--- src/hdl/robot_drive_pkg.sv ---
package robot_drive_pkg;

	// mission states from the robot FSM
	// codes 10 to 15 are never produced and decode as stop
	typedef enum logic [3:0] {
		IDLE_BASE   = 4'd0,
		FORWARDS    = 4'd1,
		TURN        = 4'd2,
		TO_TABLE    = 4'd3,
		IDLE_TABLE  = 4'd4,
		BACKWARDS   = 4'd5,
		TURN_BACK   = 4'd6,
		RETURN_HOME = 4'd7,
		TO_FACE     = 4'd8,
		STOP        = 4'd9
	} direction_t;

	// motor maneuvers, one sequencer each
	typedef enum logic [2:0] {
		MAN_STOP            = 3'd0,
		MAN_FORWARD         = 3'd1,
		MAN_REVERSE         = 3'd2,
		MAN_TURN_LEFT       = 3'd3,
		MAN_TURN_RIGHT_BACK = 3'd4
	} maneuver_t;

	// width of the restart vector
	localparam int NUM_MANEUVERS = 5;

	// one byte on the serial line
	typedef logic [7:0] uart_byte_t;

	// speed level from the mission FSM
	typedef logic [2:0] speed_t;

	// short bit time so simulation stays fast
	localparam int CLKS_PER_BIT = 8;
	localparam int BAUD_CNT_W = $clog2(CLKS_PER_BIT);

	// start bit, eight data bits, stop bit
	localparam int UART_FRAME_BITS = 10;

	// byte 0 of each command frame
	localparam uart_byte_t FRAME_CODE_STOP            = 8'hA0;
	localparam uart_byte_t FRAME_CODE_FORWARD         = 8'hA1;
	localparam uart_byte_t FRAME_CODE_REVERSE         = 8'hA2;
	localparam uart_byte_t FRAME_CODE_TURN_LEFT       = 8'hA3;
	localparam uart_byte_t FRAME_CODE_TURN_RIGHT_BACK = 8'hA4;

	// byte 1 is speed times this step, 7 * 36 still fits a byte
	localparam uart_byte_t SPEED_STEP = 8'd36;

endpackage

--- src/hdl/drive_motor.sv ---
module drive_motor (
	input  logic                        CLOCK_50,
	input  logic                        rst,
	input  robot_drive_pkg::direction_t direction,  // mission state
	input  robot_drive_pkg::speed_t     speed,
	output logic                        uart_out,   // to the motor controller
	output logic                        ready
);

	robot_drive_pkg::maneuver_t                 maneuver_sel;
	logic [robot_drive_pkg::NUM_MANEUVERS-1:0] restart;

	// serial line and ready of each sequencer
	logic stop_uart_out, stop_ready;
	logic forward_uart_out, forward_ready;
	logic reverse_uart_out, reverse_ready;
	logic turn_left_uart_out, turn_left_ready;
	logic right_back_uart_out, right_back_ready;

	// change detect and restart pulses
	maneuver_restart restart_ctrl (
		.CLOCK_50(CLOCK_50),
		.rst(rst),
		.direction(direction),
		.speed(speed),
		.maneuver_sel(maneuver_sel),
		.restart(restart)
	);

	maneuver_sequencer #(.MANEUVER(robot_drive_pkg::MAN_STOP)) stop_seq (
		.CLOCK_50(CLOCK_50),
		.rst(rst),
		.restart(restart[robot_drive_pkg::MAN_STOP]),
		.speed(speed),
		.uart_out(stop_uart_out),
		.ready(stop_ready)
	);

	maneuver_sequencer #(.MANEUVER(robot_drive_pkg::MAN_FORWARD)) forward_seq (
		.CLOCK_50(CLOCK_50),
		.rst(rst),
		.restart(restart[robot_drive_pkg::MAN_FORWARD]),
		.speed(speed),
		.uart_out(forward_uart_out),
		.ready(forward_ready)
	);

	maneuver_sequencer #(.MANEUVER(robot_drive_pkg::MAN_REVERSE)) reverse_seq (
		.CLOCK_50(CLOCK_50),
		.rst(rst),
		.restart(restart[robot_drive_pkg::MAN_REVERSE]),
		.speed(speed),
		.uart_out(reverse_uart_out),
		.ready(reverse_ready)
	);

	maneuver_sequencer #(.MANEUVER(robot_drive_pkg::MAN_TURN_LEFT)) turn_left_seq (
		.CLOCK_50(CLOCK_50),
		.rst(rst),
		.restart(restart[robot_drive_pkg::MAN_TURN_LEFT]),
		.speed(speed),
		.uart_out(turn_left_uart_out),
		.ready(turn_left_ready)
	);

	maneuver_sequencer #(.MANEUVER(robot_drive_pkg::MAN_TURN_RIGHT_BACK)) right_back_seq (
		.CLOCK_50(CLOCK_50),
		.rst(rst),
		.restart(restart[robot_drive_pkg::MAN_TURN_RIGHT_BACK]),
		.speed(speed),
		.uart_out(right_back_uart_out),
		.ready(right_back_ready)
	);

	// route the active maneuver to the outputs
	// switches with the registered maneuver, not the raw direction
	always_comb
	begin
		case (maneuver_sel)
			robot_drive_pkg::MAN_FORWARD:
			begin
				uart_out = forward_uart_out;
				ready    = forward_ready;
			end
			robot_drive_pkg::MAN_REVERSE:
			begin
				uart_out = reverse_uart_out;
				ready    = reverse_ready;
			end
			robot_drive_pkg::MAN_TURN_LEFT:
			begin
				uart_out = turn_left_uart_out;
				ready    = turn_left_ready;
			end
			robot_drive_pkg::MAN_TURN_RIGHT_BACK:
			begin
				uart_out = right_back_uart_out;
				ready    = right_back_ready;
			end
			default:
			begin
				uart_out = stop_uart_out;
				ready    = stop_ready;
			end
		endcase
	end

endmodule

--- src/hdl/maneuver_restart.sv ---
module maneuver_restart (
	input  logic                                       CLOCK_50,
	input  logic                                       rst,
	input  robot_drive_pkg::direction_t                direction,
	input  robot_drive_pkg::speed_t                    speed,
	output robot_drive_pkg::maneuver_t                 maneuver_sel,
	output logic [robot_drive_pkg::NUM_MANEUVERS-1:0] restart
);

	robot_drive_pkg::maneuver_t maneuver_dec;

	// last speed sent
	robot_drive_pkg::speed_t speed_q;

	// set in reset, forces one frame afterwards
	logic first_q;

	logic changed;

	// fold the mission states into maneuvers
	always_comb
	begin
		case (direction)
			robot_drive_pkg::FORWARDS,
			robot_drive_pkg::TO_TABLE,
			robot_drive_pkg::TO_FACE:
				maneuver_dec = robot_drive_pkg::MAN_FORWARD;
			robot_drive_pkg::TURN:
				maneuver_dec = robot_drive_pkg::MAN_TURN_LEFT;
			robot_drive_pkg::BACKWARDS,
			robot_drive_pkg::RETURN_HOME:
				maneuver_dec = robot_drive_pkg::MAN_REVERSE;
			robot_drive_pkg::TURN_BACK:
				maneuver_dec = robot_drive_pkg::MAN_TURN_RIGHT_BACK;
			// idle states, stop and unused codes
			default:
				maneuver_dec = robot_drive_pkg::MAN_STOP;
		endcase
	end

	assign changed = first_q || (maneuver_dec != maneuver_sel) || (speed != speed_q);

	// restart lands in the same cycle as the new maneuver_sel
	always_ff @(posedge CLOCK_50)
	begin
		if (rst)
		begin
			maneuver_sel <= robot_drive_pkg::MAN_STOP;
			speed_q      <= '0;
			first_q      <= 1'b1;
			restart      <= '0;
		end
		else
		begin
			maneuver_sel <= maneuver_dec;
			speed_q      <= speed;
			first_q      <= 1'b0;
			restart      <= '0;
			// one-hot pulse for the new maneuver only
			if (changed)
				restart[maneuver_dec] <= 1'b1;
		end
	end

endmodule

--- src/hdl/maneuver_sequencer.sv ---
module maneuver_sequencer #(
	parameter robot_drive_pkg::maneuver_t MANEUVER = robot_drive_pkg::MAN_STOP
) (
	input  logic                    CLOCK_50,
	input  logic                    rst,
	input  logic                    restart,
	input  robot_drive_pkg::speed_t speed,
	output logic                    uart_out,
	output logic                    ready
);

	typedef enum logic {
		SEQ_IDLE,
		SEQ_WAIT
	} seq_state_t;

	// byte 0 of the frame for this maneuver
	function automatic robot_drive_pkg::uart_byte_t frame_code(robot_drive_pkg::maneuver_t m);
		case (m)
			robot_drive_pkg::MAN_FORWARD:         return robot_drive_pkg::FRAME_CODE_FORWARD;
			robot_drive_pkg::MAN_REVERSE:         return robot_drive_pkg::FRAME_CODE_REVERSE;
			robot_drive_pkg::MAN_TURN_LEFT:       return robot_drive_pkg::FRAME_CODE_TURN_LEFT;
			robot_drive_pkg::MAN_TURN_RIGHT_BACK: return robot_drive_pkg::FRAME_CODE_TURN_RIGHT_BACK;
			default:                              return robot_drive_pkg::FRAME_CODE_STOP;
		endcase
	endfunction

	seq_state_t state;
	logic [1:0] byte_idx;
	logic [1:0] next_idx;

	// speed captured at restart
	robot_drive_pkg::speed_t speed_q;

	robot_drive_pkg::uart_byte_t byte0;
	robot_drive_pkg::uart_byte_t byte1;
	robot_drive_pkg::uart_byte_t byte2;

	logic                        tx_start;
	robot_drive_pkg::uart_byte_t tx_data;
	logic                        tx_busy;

	// frame bytes
	assign byte0 = frame_code(MANEUVER);
	// stop never carries a speed
	assign byte1 = (MANEUVER == robot_drive_pkg::MAN_STOP) ? 8'd0 :
		robot_drive_pkg::uart_byte_t'(speed_q) * robot_drive_pkg::SPEED_STEP;
	// simple checksum
	assign byte2 = byte0 ^ byte1;

	// restart goes straight to the transmitter so the start bit follows next cycle
	assign tx_start = restart ||
		(state == SEQ_WAIT && !tx_busy && byte_idx != 2'd2);
	assign next_idx = restart ? 2'd0 : byte_idx + 2'd1;

	always_comb
	begin
		case (next_idx)
			2'd0:    tx_data = byte0;
			2'd1:    tx_data = byte1;
			default: tx_data = byte2;
		endcase
	end

	always_ff @(posedge CLOCK_50)
	begin
		if (rst)
		begin
			state    <= SEQ_IDLE;
			byte_idx <= 2'd0;
		end
		else if (restart)
		begin
			// start over at byte 0 even mid-frame
			state    <= SEQ_WAIT;
			byte_idx <= 2'd0;
		end
		else if (state == SEQ_WAIT && !tx_busy)
		begin
			// busy just fell, move on or finish
			if (byte_idx == 2'd2)
				state <= SEQ_IDLE;
			else
				byte_idx <= next_idx;
		end
	end

	always_ff @(posedge CLOCK_50)
	begin
		if (restart)
			speed_q <= speed;
	end

	// low from the restart cycle until the last stop bit is out
	assign ready = (state == SEQ_IDLE) && !restart;

	uart_tx tx_unit (
		.CLOCK_50(CLOCK_50),
		.rst(rst),
		.tx_start(tx_start),
		.tx_data(tx_data),
		.tx(uart_out),
		.tx_busy(tx_busy)
	);

endmodule

--- src/hdl/uart_tx.sv ---
module uart_tx (
	input  logic                        CLOCK_50,
	input  logic                        rst,
	input  logic                        tx_start,
	input  robot_drive_pkg::uart_byte_t tx_data,
	output logic                        tx,
	output logic                        tx_busy
);

	// start, data and stop bits, shifted out from bit 0
	logic [robot_drive_pkg::UART_FRAME_BITS-1:0] shift_q;

	// clocks spent in the current bit
	logic [robot_drive_pkg::BAUD_CNT_W-1:0] baud_cnt;

	// index of the bit on the line, 0 is the start bit
	logic [3:0] bit_cnt;

	logic busy_q;
	logic baud_tick;

	// last clock of the current bit
	assign baud_tick = (baud_cnt == robot_drive_pkg::BAUD_CNT_W'(robot_drive_pkg::CLKS_PER_BIT - 1));

	// control counters
	always_ff @(posedge CLOCK_50)
	begin
		if (rst)
		begin
			busy_q   <= 1'b0;
			baud_cnt <= '0;
			bit_cnt  <= '0;
		end
		else if (tx_start)
		begin
			// a new start drops whatever was in flight
			busy_q   <= 1'b1;
			baud_cnt <= '0;
			bit_cnt  <= '0;
		end
		else if (busy_q)
		begin
			if (baud_tick)
			begin
				baud_cnt <= '0;
				if (bit_cnt == 4'(robot_drive_pkg::UART_FRAME_BITS - 1))
				begin
					// stop bit done
					busy_q <= 1'b0;
				end
				else
				begin
					bit_cnt <= bit_cnt + 4'd1;
				end
			end
			else
			begin
				baud_cnt <= baud_cnt + 1'b1;
			end
		end
	end

	// payload shift register, stop bit in the MSB
	always_ff @(posedge CLOCK_50)
	begin
		if (tx_start)
			shift_q <= {1'b1, tx_data, 1'b0};
		else if (busy_q && baud_tick)
			shift_q <= {1'b1, shift_q[robot_drive_pkg::UART_FRAME_BITS-1:1]};
	end

	// line idles high between transfers
	assign tx      = busy_q ? shift_q[0] : 1'b1;
	assign tx_busy = busy_q;

endmodule

--- config.mk ---
export PLATFORM = sky130hd
export DESIGN_NAME = drive_motor
export DESIGN_NICKNAME = d
export VERILOG_FILES = /design/src/hdl/robot_drive_pkg.sv /design/src/hdl/drive_motor.sv /design/src/hdl/maneuver_restart.sv /design/src/hdl/maneuver_sequencer.sv /design/src/hdl/uart_tx.sv
export SDC_FILE = /design/constraint.sdc
export NUM_CORES = 1
export LEC_CHECK = 0
export BUFFER_PORTS_ARGS = -buffer_cell sky130_fd_sc_hd__buf_2
export CORE_ASPECT_RATIO = 1.4
export CORE_MARGIN = 2
export CORE_UTILIZATION = 30
export CTS_CLUSTER_SIZE = 12
export DETAILED_ROUTE_END_ITERATION = 8
export GPL_ROUTABILITY_DRIVEN = 0
export GPL_TIMING_DRIVEN = 0
export SLEW_MARGIN = 0
export SYNTH_ARGS = -nofsm -noshare
export SYNTH_HDL_FRONTEND = slang
export SYNTH_SLANG_ARGS = --single-unit
--- constraint.sdc ---
create_clock -name CLOCK_50 -period 5.29 [get_ports CLOCK_50]
set_clock_uncertainty 0.1 [all_clocks]
set_input_delay 0.2645 -clock CLOCK_50 [delete_from_list [all_inputs] [get_ports CLOCK_50]]
set_output_delay 0.2645 -clock CLOCK_50 [all_outputs]
set_load 0.02 [all_outputs]
==> results of run 1 <==
[synth_stat cells (7+ instances only)]
cell type,number,area share (%)
sky130_fd_sc_hd__or3_1,7,0.79
sky130_fd_sc_hd__xor2_1,12,1.9
sky130_fd_sc_hd__nand2_1,35,2.4
sky130_fd_sc_hd__nand3_1,7,0.63
sky130_fd_sc_hd__inv_1,22,1.5
sky130_fd_sc_hd__a21oi_1,28,2.5
sky130_fd_sc_hd__dfxtp_1,72,26
sky130_fd_sc_hd__a211oi_1,8,1.1
sky130_fd_sc_hd__ha_1,25,5.6
sky130_fd_sc_hd__and2_1,23,2.6
sky130_fd_sc_hd__nor2_1,61,4.1
sky130_fd_sc_hd__clkbuf_1,20,1.4
sky130_fd_sc_hd__xnor2_1,11,1.7
sky130_fd_sc_hd__nor3_1,18,1.6
sky130_fd_sc_hd__mux2i_1,16,2.9
sky130_fd_sc_hd__nor2b_1,7,0.79
sky130_fd_sc_hd__o21ai_0,7,0.63
sky130_fd_sc_hd__edfxtp_1,52,28
sky130_fd_sc_hd__a22o_1,12,1.9
[flip-flops by register name, indices dropped and copies added, names as in the netlist, 4 cells and up]
signal and cells:
turn_left_seq.tx_unit.shift_q 9, right_back_seq.tx_unit.shift_q 9, reverse_seq.tx_unit.shift_q 9, stop_seq.tx_unit.shift_q 9, forward_seq.tx_unit.shift_q 9, restart_ctrl.restart 5, turn_left_seq.tx_unit.bit_cnt 4, forward_seq.tx_unit.bit_cnt 4
stop_seq.tx_unit.bit_cnt 4, right_back_seq.tx_unit.bit_cnt 4, reverse_seq.tx_unit.bit_cnt 4
[what timing repair did]
| action | CTS | global route |
|---|---|---|
| hold endpoints to repair | 1 | 0 |
| hold buffers | 1 | 0 |
| setup buffers | 0 | 0 |
[power groups by stage]
stage               clock network, mW  registers, mW  logic, mW
global placement                    0           1.06      0.135
floorplan                           0           1.06      0.104
finish                           1.07           1.04      0.139
CTS                              1.09           1.05      0.141
global route                     1.13           1.05      0.155
detailed placement                  0           1.06      0.140
[cells in the final DEF, fill, tap and decap left out, types with 5 or more instances in the layout]
master,count
sky130_fd_sc_hd__ha_1,25
sky130_fd_sc_hd__and2_1,23
sky130_fd_sc_hd__mux2_2,6
sky130_fd_sc_hd__edfxtp_1,52
sky130_fd_sc_hd__or3_1,7
sky130_fd_sc_hd__nor3_1,18
sky130_fd_sc_hd__dfxtp_1,72
sky130_fd_sc_hd__a2111oi_0,5
sky130_fd_sc_hd__inv_1,22
sky130_fd_sc_hd__buf_2,12
sky130_fd_sc_hd__a221o_1,5
sky130_fd_sc_hd__nand2_1,35
sky130_fd_sc_hd__o21ai_0,7
sky130_fd_sc_hd__a21oi_1,28
sky130_fd_sc_hd__nand3_1,7
sky130_fd_sc_hd__a211oi_1,8
sky130_fd_sc_hd__nor3b_2,5
sky130_fd_sc_hd__mux2i_1,16
sky130_fd_sc_hd__nor2b_1,7
sky130_fd_sc_hd__xor2_1,12
sky130_fd_sc_hd__xnor2_1,11
sky130_fd_sc_hd__clkbuf_1,24
sky130_fd_sc_hd__a22o_1,12
sky130_fd_sc_hd__nand3b_1,6
sky130_fd_sc_hd__nor2_1,61
sky130_fd_sc_hd__clkbuf_16,18
[metrics by stage]
stage | cell area, µm² | std cells | hold slack [ns] | total power, mW | setup WS [ns]
after detailed placement | 5900 | 760 | 0.303 | 1.20 | 3.03
final | 6460 | 793 | 0.0602 | 2.26 | 2.97
after global placement | 5900 | 760 | 0.317 | 1.20 | 3.05
after global routing | 6460 | 793 | 0.0700 | 2.34 | 2.81
after floorplan | 5560 | 512 | 0.192 | 1.16 | 3.43
after CTS | 6460 | 793 | 0.0526 | 2.27 | 2.90
[how the worst min path moves through the flow]
stage,endpoint,cells past startpoint,slack [ns],start
6_report,restart_ctrl.restart[1]$_SDFF_PP0_,2,0.06,direction[2]
5_1_grt,turn_left_seq.speed_q[2]$_DFFE_PP_,1,0.07,speed[2]
4_1_cts,restart_ctrl.restart[1]$_SDFF_PP0_,2,0.05,direction[2]
3_5_place_dp,restart_ctrl.first_q$_DFF_P_,1,0.30,rst
3_3_place_gp,restart_ctrl.first_q$_DFF_P_,1,0.32,rst
2_1_floorplan,restart_ctrl.first_q$_DFF_P_,0,0.19,rst
[layer usage]
metal  wire [µm]  vias up
met2        5480       36
met4         112        0
met1        4850     1796
met3         263        7
li1            -     1878
met5           0        -
[critical path: cells and delay by family (launching register included)]
| kind | cells | cell delay, ns |
|---|---|---|
| buffers and inverters | 2 | 0.61 |
| flip-flops | 1 | 0.45 |
| AO/OA/AOI/OAI | 2 | 0.38 |
| AND/OR/NAND/NOR | 1 | 0.13 |
[cells by family (layout without fill, tap and decap cells)]
group	count (synthesis)	in the layout	synth area share, %
compound gates	81	81	10.7
xor+xnor	25	25	4.41
fa+ha+maj	25	25	5.63
buf+inv	48	89	3.60
flops	124	124	54.0
mux	22	22	4.10
simple gates	187	187	17.5
[layout make-up]
type / count / area share, %
clock inverters: 6 / 0.523
inverters: 22 / 1.28
flip-flops and latches: 124 / 46.5
plain buffers: 26 / 1.82
well taps: 240 / 4.65
multi-input cells: 340 / 36.4
clock buffers: 26 / 8.06
repair buffers: 9 / 0.775
==> flow_metrics.env, run 1 <==
export IMPL_grt_max_degree=17
export IMPL_max_slew_headroom_at_the_worst_pin_pct=56.0
export IMPL_post_synthesis_instance_total=512
export IMPL_number_of_buffers_between_clock_root_and_the_deepest_sink=2
export IMPL_count_of_antenna_violating_nets_left_after_detailed_routing=0
export IMPL_reg2reg_depth=5
export IMPL_syn_num_nets=546
export IMPL_detail_route_wirelength_um=10700
export IMPL_fill_cells=1768
export IMPL_area_growth_from_synthesis_to_layout_pct=16.3
export IMPL_die_area_um2=19600
export IMPL_async_reset_ff_share_pct=0
export IMPL_critical_path_slowest_cell="sky130_fd_sc_hd__dfxtp_1"
export IMPL_timing_critical_path_required_ns=4.93
export IMPL_antenna_cells_inserted=0
export IMPL_cp_endpoint="ready"
export IMPL_syn_avg_cell_area_um2=10.9
export IMPL_wire_per_inst_um=13.5
export IMPL_crit_fanout=10
export IMPL_portion_of_total_power_attributed_to_combinational_logic_pct=6.2
export IMPL_total_switching_power_mw=0.498
export IMPL_detail_route_first_pass_iterations=4
export IMPL_cts_htree_levels=4
export IMPL_start_util_pct=30.8
export IMPL_multi_input_gate_area_um2=2350
export IMPL_grt_antenna_before_repair=0
export IMPL_post_dp_hpwl_um=7660
export IMPL_cp_start_kind="flip-flop"
export IMPL_number_of_instances_resized_during_post_cts_repair=0
export IMPL_setup_total_negative_slack_ns=0
export IMPL_core_um2=18100
export IMPL_report_final_slew_viol_count=0
export IMPL_tightestPinTransition_ns=0.651
export IMPL_power_frac_clock_pct=47.5
export IMPL_ys_warnings_count=0
export IMPL_switching_share_of_power_pct=22.1
export IMPL_min_path_type="input pin to flip-flop"
export IMPL_worst_ep_arrival_time_ns=1.96
export IMPL_synth_lib_cells_used_distinct=49
export IMPL_cpPeakStageDelay_ns=0.45
export IMPL_r2r_setup_slack_ns=3.24
export IMPL_fin_crit_sh_pct=43.9
export IMPL_first_global_vias=3766
export IMPL_p_per_area_nw_per_um2=349
export IMPL_worstSetupStartpoint="restart_ctrl.restart[3]$_SDFF_PP0_"
export IMPL_drive_gt1_share_pct=11.2
export IMPL_fp_dieW_um=119
export IMPL_regToRegEndpoint="forward_seq.tx_unit.shift_q[1]$_DFFE_PP_"
export IMPL_clock_sink_count=124
export IMPL_power_internal_mw=1.76
export IMPL_critical_setup_path_kind="flip-flop to primary output"
export IMPL_edff_count_synth=52
export IMPL_globalRouteMet3Util_pct=2.76
export IMPL_clk_insertion_delay_late_ns=0.40
export IMPL_grt_resource_usage_total_pct=11.5
export IMPL_via_to_cell_ratio=4.69
export IMPL_cts_tree="done"
export IMPL_timing_critical_path_cells="clkbuf_1 > nor3_1 > a22oi_1 > o311ai_0 > buf_2"
export IMPL_sequential_share_of_the_synthesized_area_pct=54.0
export IMPL_outcome="completed"
export IMPL_synth_cell_area_um2=5560
export IMPL_critical_path_endpoint_type="primary output"
export IMPL_grt_first_pass_wirelength_um=17800
export IMPL_synth_top_flop_cell="sky130_fd_sc_hd__dfxtp_1"
export IMPL_clock_root_buffer="sky130_fd_sc_hd__clkbuf_16"
export IMPL_gr_total_overflow=0
export IMPL_final_core_util_pct=35.8
export IMPL_timing_max_cap_violations=0
export IMPL_vdd_ir_drop_worst_mv=0.174
export IMPL_grt_util_met1_pct=13.2
export IMPL_postSynthRegisterBits=124
export IMPL_finish_net_count=574
export IMPL_critical_path_reg2reg_startpoint="forward_seq.byte_idx[0]$_SDFFE_PP0P_"
export IMPL_detail_route_iter0_violations=130
export IMPL_groute_layer_met2_usage_pct=20.7
export IMPL_hold_viol=0
export IMPL_io_pins=11
export IMPL_cts_reportedPaths_clkPinSlew_ns=0.05
export IMPL_std_cell_rows=58
export IMPL_vias_after_detailed_routing=3717
export IMPL_setup_viol=0
export IMPL_post_route_min_period_ns=2.32
export IMPL_drcViolationCount=0
export IMPL_seq_power_share_pct=46.3
export IMPL_leakage_power_summed_over_all_cells_nw=2.42
export IMPL_max_freq_mhz=431
export IMPL_die_height_um=165
export IMPL_setup_repair_after_global_routing_missed_its_margin="false"
export IMPL_global_route_peak_usage_layer="met2"
export IMPL_cts_buffers=17
export IMPL_port_buffers=8
export IMPL_ff_latch_area_um2=3000
No activity file was read; power rests on OpenSTA's default activity.
==> run 2: changes to the inputs <==
ABC_AREA = 1   (was unset)
clock period = 2.1 ns   (was 5.29 ns; I/O delays follow)
==> run 2 against run 1 <==
Against the previous run:
- design area rose by 3.6%
- wire length shrank 2.4%
- combinational power grew to 2.7 times the previous value
- first-iteration DRC count is 60% higher
- register-to-register slack worse by 3.0 ns
- sequential share of layout area fell by 1.6 points
- setup slack got worse by 2.9 ns
- utilization up 1.3 points
- global-route usage grew 0.058 points
- power grew to 2.8 times the previous value
- critical endpoint is now restart_ctrl.restart[3]$_SDFF_PP0_
==> flow_metrics.env, run 2 <==
export IMPL_setup_viol=0
export IMPL_groute_layer_met2_usage_pct=20.2
export IMPL_gr_total_overflow=0
export IMPL_post_route_min_period_ns=2.01
export IMPL_max_slew_headroom_at_the_worst_pin_pct=54.8
export IMPL_hold_path_endpoint="restart_ctrl.maneuver_sel[0]$_SDFF_PP0_"
export IMPL_antenna_cells_inserted=0
export IMPL_final_core_util_pct=37.0
export IMPL_detail_route_first_pass_iterations=5
export IMPL_post_dp_hpwl_um=7540
export IMPL_synthMostInstantiatedCell="sky130_fd_sc_hd__nand2_1"
export IMPL_count_of_antenna_violating_nets_left_after_detailed_routing=0
export IMPL_edff_count_synth=52
export IMPL_clk_insertion_delay_late_ns=0.41
export IMPL_critical_setup_path_kind="input pin to flip-flop"
export IMPL_die_area_um2=19700
export IMPL_worst_hold_check_slack_ns=0.00738
export IMPL_globalRouteMet3Util_pct=2.68
export IMPL_fin_crit_sh_pct=95.6
export IMPL_min_delay_start="direction[1]"
export IMPL_drive_gt1_share_pct=11.8
export IMPL_timing_critical_path_required_ns=2.34
export IMPL_grt_resource_usage_total_pct=11.5
export IMPL_post_synth_top_area_fraction_pct=28.0
export IMPL_sequential_share_of_the_synthesized_area_pct=53.9
export IMPL_detail_route_wirelength_um=10400
export IMPL_post_cts_buffers=0
export IMPL_totalPowerFinal_mw=6.36
export IMPL_r2r_setup_slack_ns=0.21
export IMPL_synth_cell_area_um2=5570
export IMPL_leakage_power_summed_over_all_cells_nw=2.73
export IMPL_syn_num_nets=669
export IMPL_die_height_um=165
export IMPL_grt_util_met1_pct=13.4
export IMPL_regToRegEndpoint="reverse_seq.tx_unit.shift_q[6]$_DFFE_PP_"
export IMPL_mostFrequentLayoutCell="sky130_fd_sc_hd__nand2_1"
export IMPL_max_freq_mhz=498
export IMPL_synth_lib_cells_used_distinct=36
export IMPL_timing_max_cap_violations=0
export IMPL_post_layout_nonfiller_instances=927
export IMPL_worst_ep_arrival_time_ns=2.25
export IMPL_detail_route_iter0_violations=208
export IMPL_grt_max_degree=17
export IMPL_hold_path_depth=5
export IMPL_cts_htree_levels=4
export IMPL_area_growth_from_synthesis_to_layout_pct=20.2
export IMPL_synthDominantAreaCellType="sky130_fd_sc_hd__edfxtp_1"
export IMPL_core_um2=18100
export IMPL_start_util_pct=30.8
export IMPL_setup_total_negative_slack_ns=0
export IMPL_drcViolationCount=0
export IMPL_first_global_vias=3991
export IMPL_cp_start_kind="input pin"
export IMPL_number_of_buffers_between_clock_root_and_the_deepest_sink=2
export IMPL_layout_common_cells="sky130_fd_sc_hd__nand2_1 (130), sky130_fd_sc_hd__dfxtp_1 (72), sky130_fd_sc_hd__nor2_1 (66)"
export IMPL_cts_buffers=17
export IMPL_vias_after_detailed_routing=4214
export IMPL_wire_per_inst_um=11.3
export IMPL_async_reset_ff_share_pct=0
export IMPL_std_cell_rows=58
export IMPL_reg2reg_depth=6
export IMPL_io_pins=11
export IMPL_p_per_area_nw_per_um2=950
export IMPL_hold_viol=0
export IMPL_min_path_type="input pin to flip-flop"
export IMPL_clock_sink_count=124
export IMPL_cts_reportedPaths_clkPinSlew_ns=0.05
export IMPL_postSynthRegisterBits=124
export IMPL_setup_repair_after_global_routing_missed_its_margin="false"
export IMPL_outcome="completed"
export IMPL_global_route_peak_usage_layer="met2"
export IMPL_tightestPinTransition_ns=0.678
export IMPL_via_to_cell_ratio=4.55
export IMPL_grt_first_pass_wirelength_um=18200
export IMPL_fp_dieW_um=119
export IMPL_critical_path_endpoint_type="flip-flop"
export IMPL_finish_net_count=708
export IMPL_report_final_slew_viol_count=0
export IMPL_critical_path_reg2reg_startpoint="reverse_seq.byte_idx[0]$_SDFFE_PP0P_"
export IMPL_synth_top_flop_cell="sky130_fd_sc_hd__dfxtp_1"
export IMPL_synth_common_cells="sky130_fd_sc_hd__nand2_1 (130), sky130_fd_sc_hd__dfxtp_1 (72), sky130_fd_sc_hd__nor2_1 (66)"
export IMPL_post_synthesis_instance_total=635
export IMPL_vdd_ir_drop_worst_mv=0.488
export IMPL_ys_warnings_count=0
export IMPL_ranking_of_synthesized_cells_by_area="sky130_fd_sc_hd__edfxtp_1 (28%), sky130_fd_sc_hd__dfxtp_1 (26%), sky130_fd_sc_hd__nand2_1 (8.8%), sky130_fd_sc_hd__ha_1 (5.6%), sky130_fd_sc_hd__a21oi_1 (4.8%)"
export IMPL_number_of_instances_resized_during_post_cts_repair=0
export IMPL_crit_fanout=3
export IMPL_grt_antenna_before_repair=0
export IMPL_clock_root_buffer="sky130_fd_sc_hd__clkbuf_16"
export IMPL_syn_avg_cell_area_um2=8.77
export IMPL_port_buffers=10
export IMPL_dp_cells=885
export IMPL_cts_tree="done"
run 2: changes by cell type after synthesis, sizes merged, moves of 23 or more:
cell,previous run,this run
and2,23,0
nand3,7,38
o21ai,7,47
inv,22,81
nand2,36,139
a21oi,28,53
run 2: worst max-delay path, cell delays in order:
cell	delay (ns)
sky130_fd_sc_hd__dlygate4sd3_1	0.53
sky130_fd_sc_hd__buf_2	0.14
sky130_fd_sc_hd__nor2_1	0.14
sky130_fd_sc_hd__dlygate4sd3_1	0.56
sky130_fd_sc_hd__nand2_1	0.09
sky130_fd_sc_hd__dlygate4sd3_1	0.57
sky130_fd_sc_hd__nor2_1	0.11
run 2: cells by family (layout without fill, tap and decap cells):
logic type                 after synthesis  in the layout  share of synthesized area [%]
and+or+nand+nor                        281            281                           22.8
AOI/OAI and AO/OA                      119            119                           11.7
buffers and inverters                   86            138                           6.00
adders and majority gates               25             25                           5.62
DFF                                    124            124                           53.9
run 2: repair_timing:
action / CTS / global route
hold buffers: 10 / 0
endpoints found under the setup margin: 0 / 0
hold endpoints to repair: 19 / 0
run 2: metal layers:
metal,share of wire [%],wire [µm]
met1,46,4810
met2,50,5250
met3,2.0,214
met4,1.6,169
met5,0,0
run 2: worst max path at each step:
stage                                                 start                                  endpoint  slack [ns]  depth (start not counted)
floorplan              forward_seq.byte_idx[0]$_SDFFE_PP0P_  forward_seq.tx_unit.shift_q[1]$_DFFE_PP_        0.44                          6
global placement       forward_seq.byte_idx[0]$_SDFFE_PP0P_  forward_seq.tx_unit.shift_q[5]$_DFFE_PP_        0.23                          6
detailed placement     forward_seq.byte_idx[0]$_SDFFE_PP0P_  forward_seq.tx_unit.shift_q[5]$_DFFE_PP_        0.23                          6
CTS                                            direction[3]        restart_ctrl.restart[3]$_SDFF_PP0_        0.12                          7
global route        restart_ctrl.maneuver_sel[0]$_SDFF_PP0_                                  uart_out       0.008                          5
finish                                         direction[3]        restart_ctrl.restart[3]$_SDFF_PP0_        0.09                          7
run 2: through the flow:
stage | setup WS, ns | instance area (µm²)
floorplan | 0.440 | 5570
global placement | 0.227 | 5920
detailed placement | 0.231 | 5920
CTS | 0.120 | 6690
global route | 0.00789 | 6690
finish | 0.0931 | 6690
run 2: layout make-up:
cell class / instances / area (µm²)
repair buffers: 20 / 150
plain buffers: 4 / 20.0
multi-input cells: 425 / 2230
flip-flops and latches: 124 / 3000
clock buffers: 22 / 464
well taps: 240 / 300
inverters: 82 / 314
clock inverters: 10 / 211
fillers: 1833 / 11400
run 2: power by group:
group / switching, mW / total (mW) / internal [mW]
Combinational: 0.252 / 0.370 / 0.118
Clock: 1.03 / 3.32 / 2.29
Sequential: 0.0547 / 2.67 / 2.61
==> run 3: changes to the inputs <==
SYNTH_HIERARCHICAL = 1   (was unset)
==> run 3 against run 2 <==
Against the previous run:
- utilization shrank 1.4 points
- design area rose by 12%
- setup slack improved by 0.030 ns
- combinational power up 25%
- area after synthesis grew 15%
- wire length rose by 9.9%
- first-iteration DRC count down 3.8%
- critical endpoint is now restart_ctrl/maneuver_sel[1]$_SDFF_PP0_
==> flow_metrics.env, run 3 <==
export IMPL_cts_reportedPaths_clkPinSlew_ns=0.06
export IMPL_grt_first_pass_wirelength_um=20200
export IMPL_setup_total_negative_slack_ns=0
export IMPL_worst_ep_arrival_time_ns=2.22
export IMPL_max_slew_headroom_at_the_worst_pin_pct=53.8
export IMPL_fp_dieW_um=127
export IMPL_final_core_util_pct=35.6
export IMPL_cpPeakStageDelay_ns=0.58
export IMPL_cts_buffers=17
export IMPL_leakage_power_summed_over_all_cells_nw=3.25
export IMPL_clock_sink_count=124
export IMPL_detail_route_first_pass_iterations=4
export IMPL_antenna_cells_inserted=0
export IMPL_clk_insertion_delay_late_ns=0.42
export IMPL_std_cell_rows=63
export IMPL_layout_setup_ws_ns=0.123
export IMPL_syn_avg_cell_area_um2=8.13
export IMPL_synthMostInstantiatedCell="sky130_fd_sc_hd__nand2_1"
export IMPL_port_buffers=10
export IMPL_finish_net_count=873
export IMPL_reg2reg_depth=8
export IMPL_post_synth_top_area_fraction_pct=24.4
export IMPL_synth_cell_area_um2=6390
export IMPL_postSynthRegisterBits=124
export IMPL_mostFrequentLayoutCell="sky130_fd_sc_hd__nand2_1"
export IMPL_timing_max_cap_violations=0
export IMPL_max_freq_mhz=506
export IMPL_multi_input_gate_area_um2=2890
export IMPL_ys_warnings_count=6
export IMPL_hold_viol=0
export IMPL_start_util_pct=30.4
export IMPL_io_pins=11
export IMPL_timing_critical_path_required_ns=2.34
export IMPL_cp_start_kind="input pin"
export IMPL_die_height_um=177
export IMPL_worstSetupStartpoint="direction[2]"
export IMPL_grt_antenna_before_repair=0
export IMPL_fill_cells=2174
export IMPL_sequential_share_of_the_synthesized_area_pct=47.0
export IMPL_die_area_um2=22500
export IMPL_critical_path_endpoint_type="flip-flop"
export IMPL_outcome="completed"
export IMPL_post_synthesis_instance_total=786
export IMPL_detail_route_iter0_violations=200
export IMPL_async_reset_ff_share_pct=0
export IMPL_ff_latch_area_um2=3010
export IMPL_vdd_ir_drop_worst_mv=0.578
export IMPL_post_dp_hpwl_um=8100
export IMPL_cts_htree_levels=4
export IMPL_clock_root_buffer="sky130_fd_sc_hd__clkbuf_16"
export IMPL_critical_setup_path_kind="input pin to flip-flop"
export IMPL_detail_route_wirelength_um=11500
export IMPL_drcViolationCount=0
export IMPL_ranking_of_synthesized_cells_by_area="sky130_fd_sc_hd__edfxtp_1 (24%), sky130_fd_sc_hd__dfxtp_1 (23%), sky130_fd_sc_hd__nand2_1 (12%), sky130_fd_sc_hd__ha_1 (5.9%), sky130_fd_sc_hd__inv_1 (5.7%)"
export IMPL_via_to_cell_ratio=4.42
export IMPL_number_of_buffers_between_clock_root_and_the_deepest_sink=2
export IMPL_timing_critical_path_cells="dlygate4sd3_1 > buf_2 > nor2_1 > dlygate4sd3_1 > nand2_2 > dlygate4sd3_1 > a21oi_1"
export IMPL_edff_count_synth=52
export IMPL_p_per_area_nw_per_um2=775
export IMPL_synth_lib_cells_used_distinct=35
export IMPL_critical_path_slowest_cell="sky130_fd_sc_hd__dlygate4sd3_1"
export IMPL_area_growth_from_synthesis_to_layout_pct=17.4
export IMPL_pre_cts_ws_ns=-0.0927
export IMPL_report_final_slew_viol_count=0
export IMPL_synthDominantAreaCellType="sky130_fd_sc_hd__edfxtp_1"
export IMPL_min_path_type="input pin to flip-flop"
export IMPL_cpLargestDelayFamily="buffers and inverters"
export IMPL_grt_max_degree=29
export IMPL_count_of_antenna_violating_nets_left_after_detailed_routing=0
export IMPL_min_delay_start="rst"
export IMPL_worst_path_buf_inv=4
export IMPL_gr_total_overflow=0
export IMPL_synth_top_flop_cell="sky130_fd_sc_hd__dfxtp_1"
export IMPL_vias_after_detailed_routing=4890
export IMPL_hold_path_depth=1
export IMPL_post_route_min_period_ns=1.98
export IMPL_grt_resource_usage_total_pct=10.9
export IMPL_tightestPinTransition_ns=0.692
export IMPL_crit_cells=7
export IMPL_critical_path_reg2reg_startpoint="turn_left_seq/byte_idx[0]$_SDFFE_PP0P_"
export IMPL_cts_tree="done"
export IMPL_core_um2=21000
export IMPL_drive_gt1_share_pct=15.5
export IMPL_first_global_vias=4704
export IMPL_setup_viol=0
export IMPL_crit_fanout=3
export IMPL_most_numerous_cell_on_the_critical_path="sky130_fd_sc_hd__dlygate4sd3_1"
export IMPL_synth_common_cells="sky130_fd_sc_hd__nand2_1 (209), sky130_fd_sc_hd__inv_1 (97), sky130_fd_sc_hd__nor2_1 (83)"
export IMPL_worst_hold_check_slack_ns=0.0940
export IMPL_wire_per_inst_um=10.4
export IMPL_layout_common_cells="sky130_fd_sc_hd__nand2_1 (206), sky130_fd_sc_hd__inv_1 (97), sky130_fd_sc_hd__nor2_1 (83)"
export IMPL_fin_crit_sh_pct=94.1
==> run 3: cell count changes in the layout (fill, tap and decap cells not counted), sizes merged, moves of 10 or more <==
cell and delta:
nand2 +80, inv +36, nor2 +24, nand4 +20
a21oi -13, conb +10
==> run 3: what timing repair did <==
action | 4_1_cts | 5_1_grt
endpoints found under the hold margin | 21 | 0
hold buffers | 10 | 0
endpoints found under the setup margin | 28 | 36
setup buffers | 0 | 3
resized for setup | 5 | 7
==> run 3: through the flow <==
step           area [µm²]  power [mW]  cells
2_1_floorplan        6410        3.03    792
3_3_place_gp         6790        3.15   1062
3_5_place_dp         6790        3.15   1062
4_1_cts              7450        5.90   1104
5_1_grt              7500        6.08   1107
6_report             7500        5.81   1107
==> run 3: report_power, final <==
part           internal, mW  leakage, nW  total (mW)  switching, mW
registers              2.60         1.06        2.66         0.0556
logic                 0.163         1.94       0.461          0.298
clock network          1.62        0.256        2.69           1.07
total                  4.39         3.25        5.81           1.43
==> run 3: path summary, 6_finish.rpt <==
check,endpoint,slack (ns)
hold / removal,restart_ctrl/first_q$_DFF_P_,0.09
hold reg to reg,stop_seq/tx_unit/shift_q[0]$_SDFFE_PP0P_,0.36
setup / recovery,restart_ctrl/maneuver_sel[1]$_SDFF_PP0_,0.12
setup reg to reg,turn_left_seq/tx_unit/shift_q[3]$_DFFE_PP_,0.15
==> run 3: layout make-up <==
type                       count  area share [%]
buffer                         7           0.801
multi-input combinational    540            38.5
inverter                     121            6.61
sequential                   124            40.1
timing repair buffer          23            2.30
clock buffer                  18            5.72
tap                          260            4.34
clock inverter                14            1.64
==> run 3: per-layer routing <==
| metal | vias to the layer above | track usage, % | share of wire [%] |
|---|---|---|---|
| li1 | 2620 | - | - |
| met1 | 2209 | 12.4 | 45 |
| met2 | 45 | 19.4 | 51 |
| met3 | 16 | 2.27 | 2.2 |
| met4 | 0 | 5.13 | 1.8 |
| met5 | - | 0 | 0 |
==> run 3: cell families (layout without fill, tap and decap cells) <==
logic type | after synthesis | in the layout | synth area share (%)
buf+inv | 128 | 183 | 8.52
flops | 124 | 124 | 47.0
simple gates | 397 | 397 | 29.5
fa+ha+maj | 30 | 30 | 5.88
other cells | 4 | 10 | 0.235
compound gates | 103 | 103 | 8.91
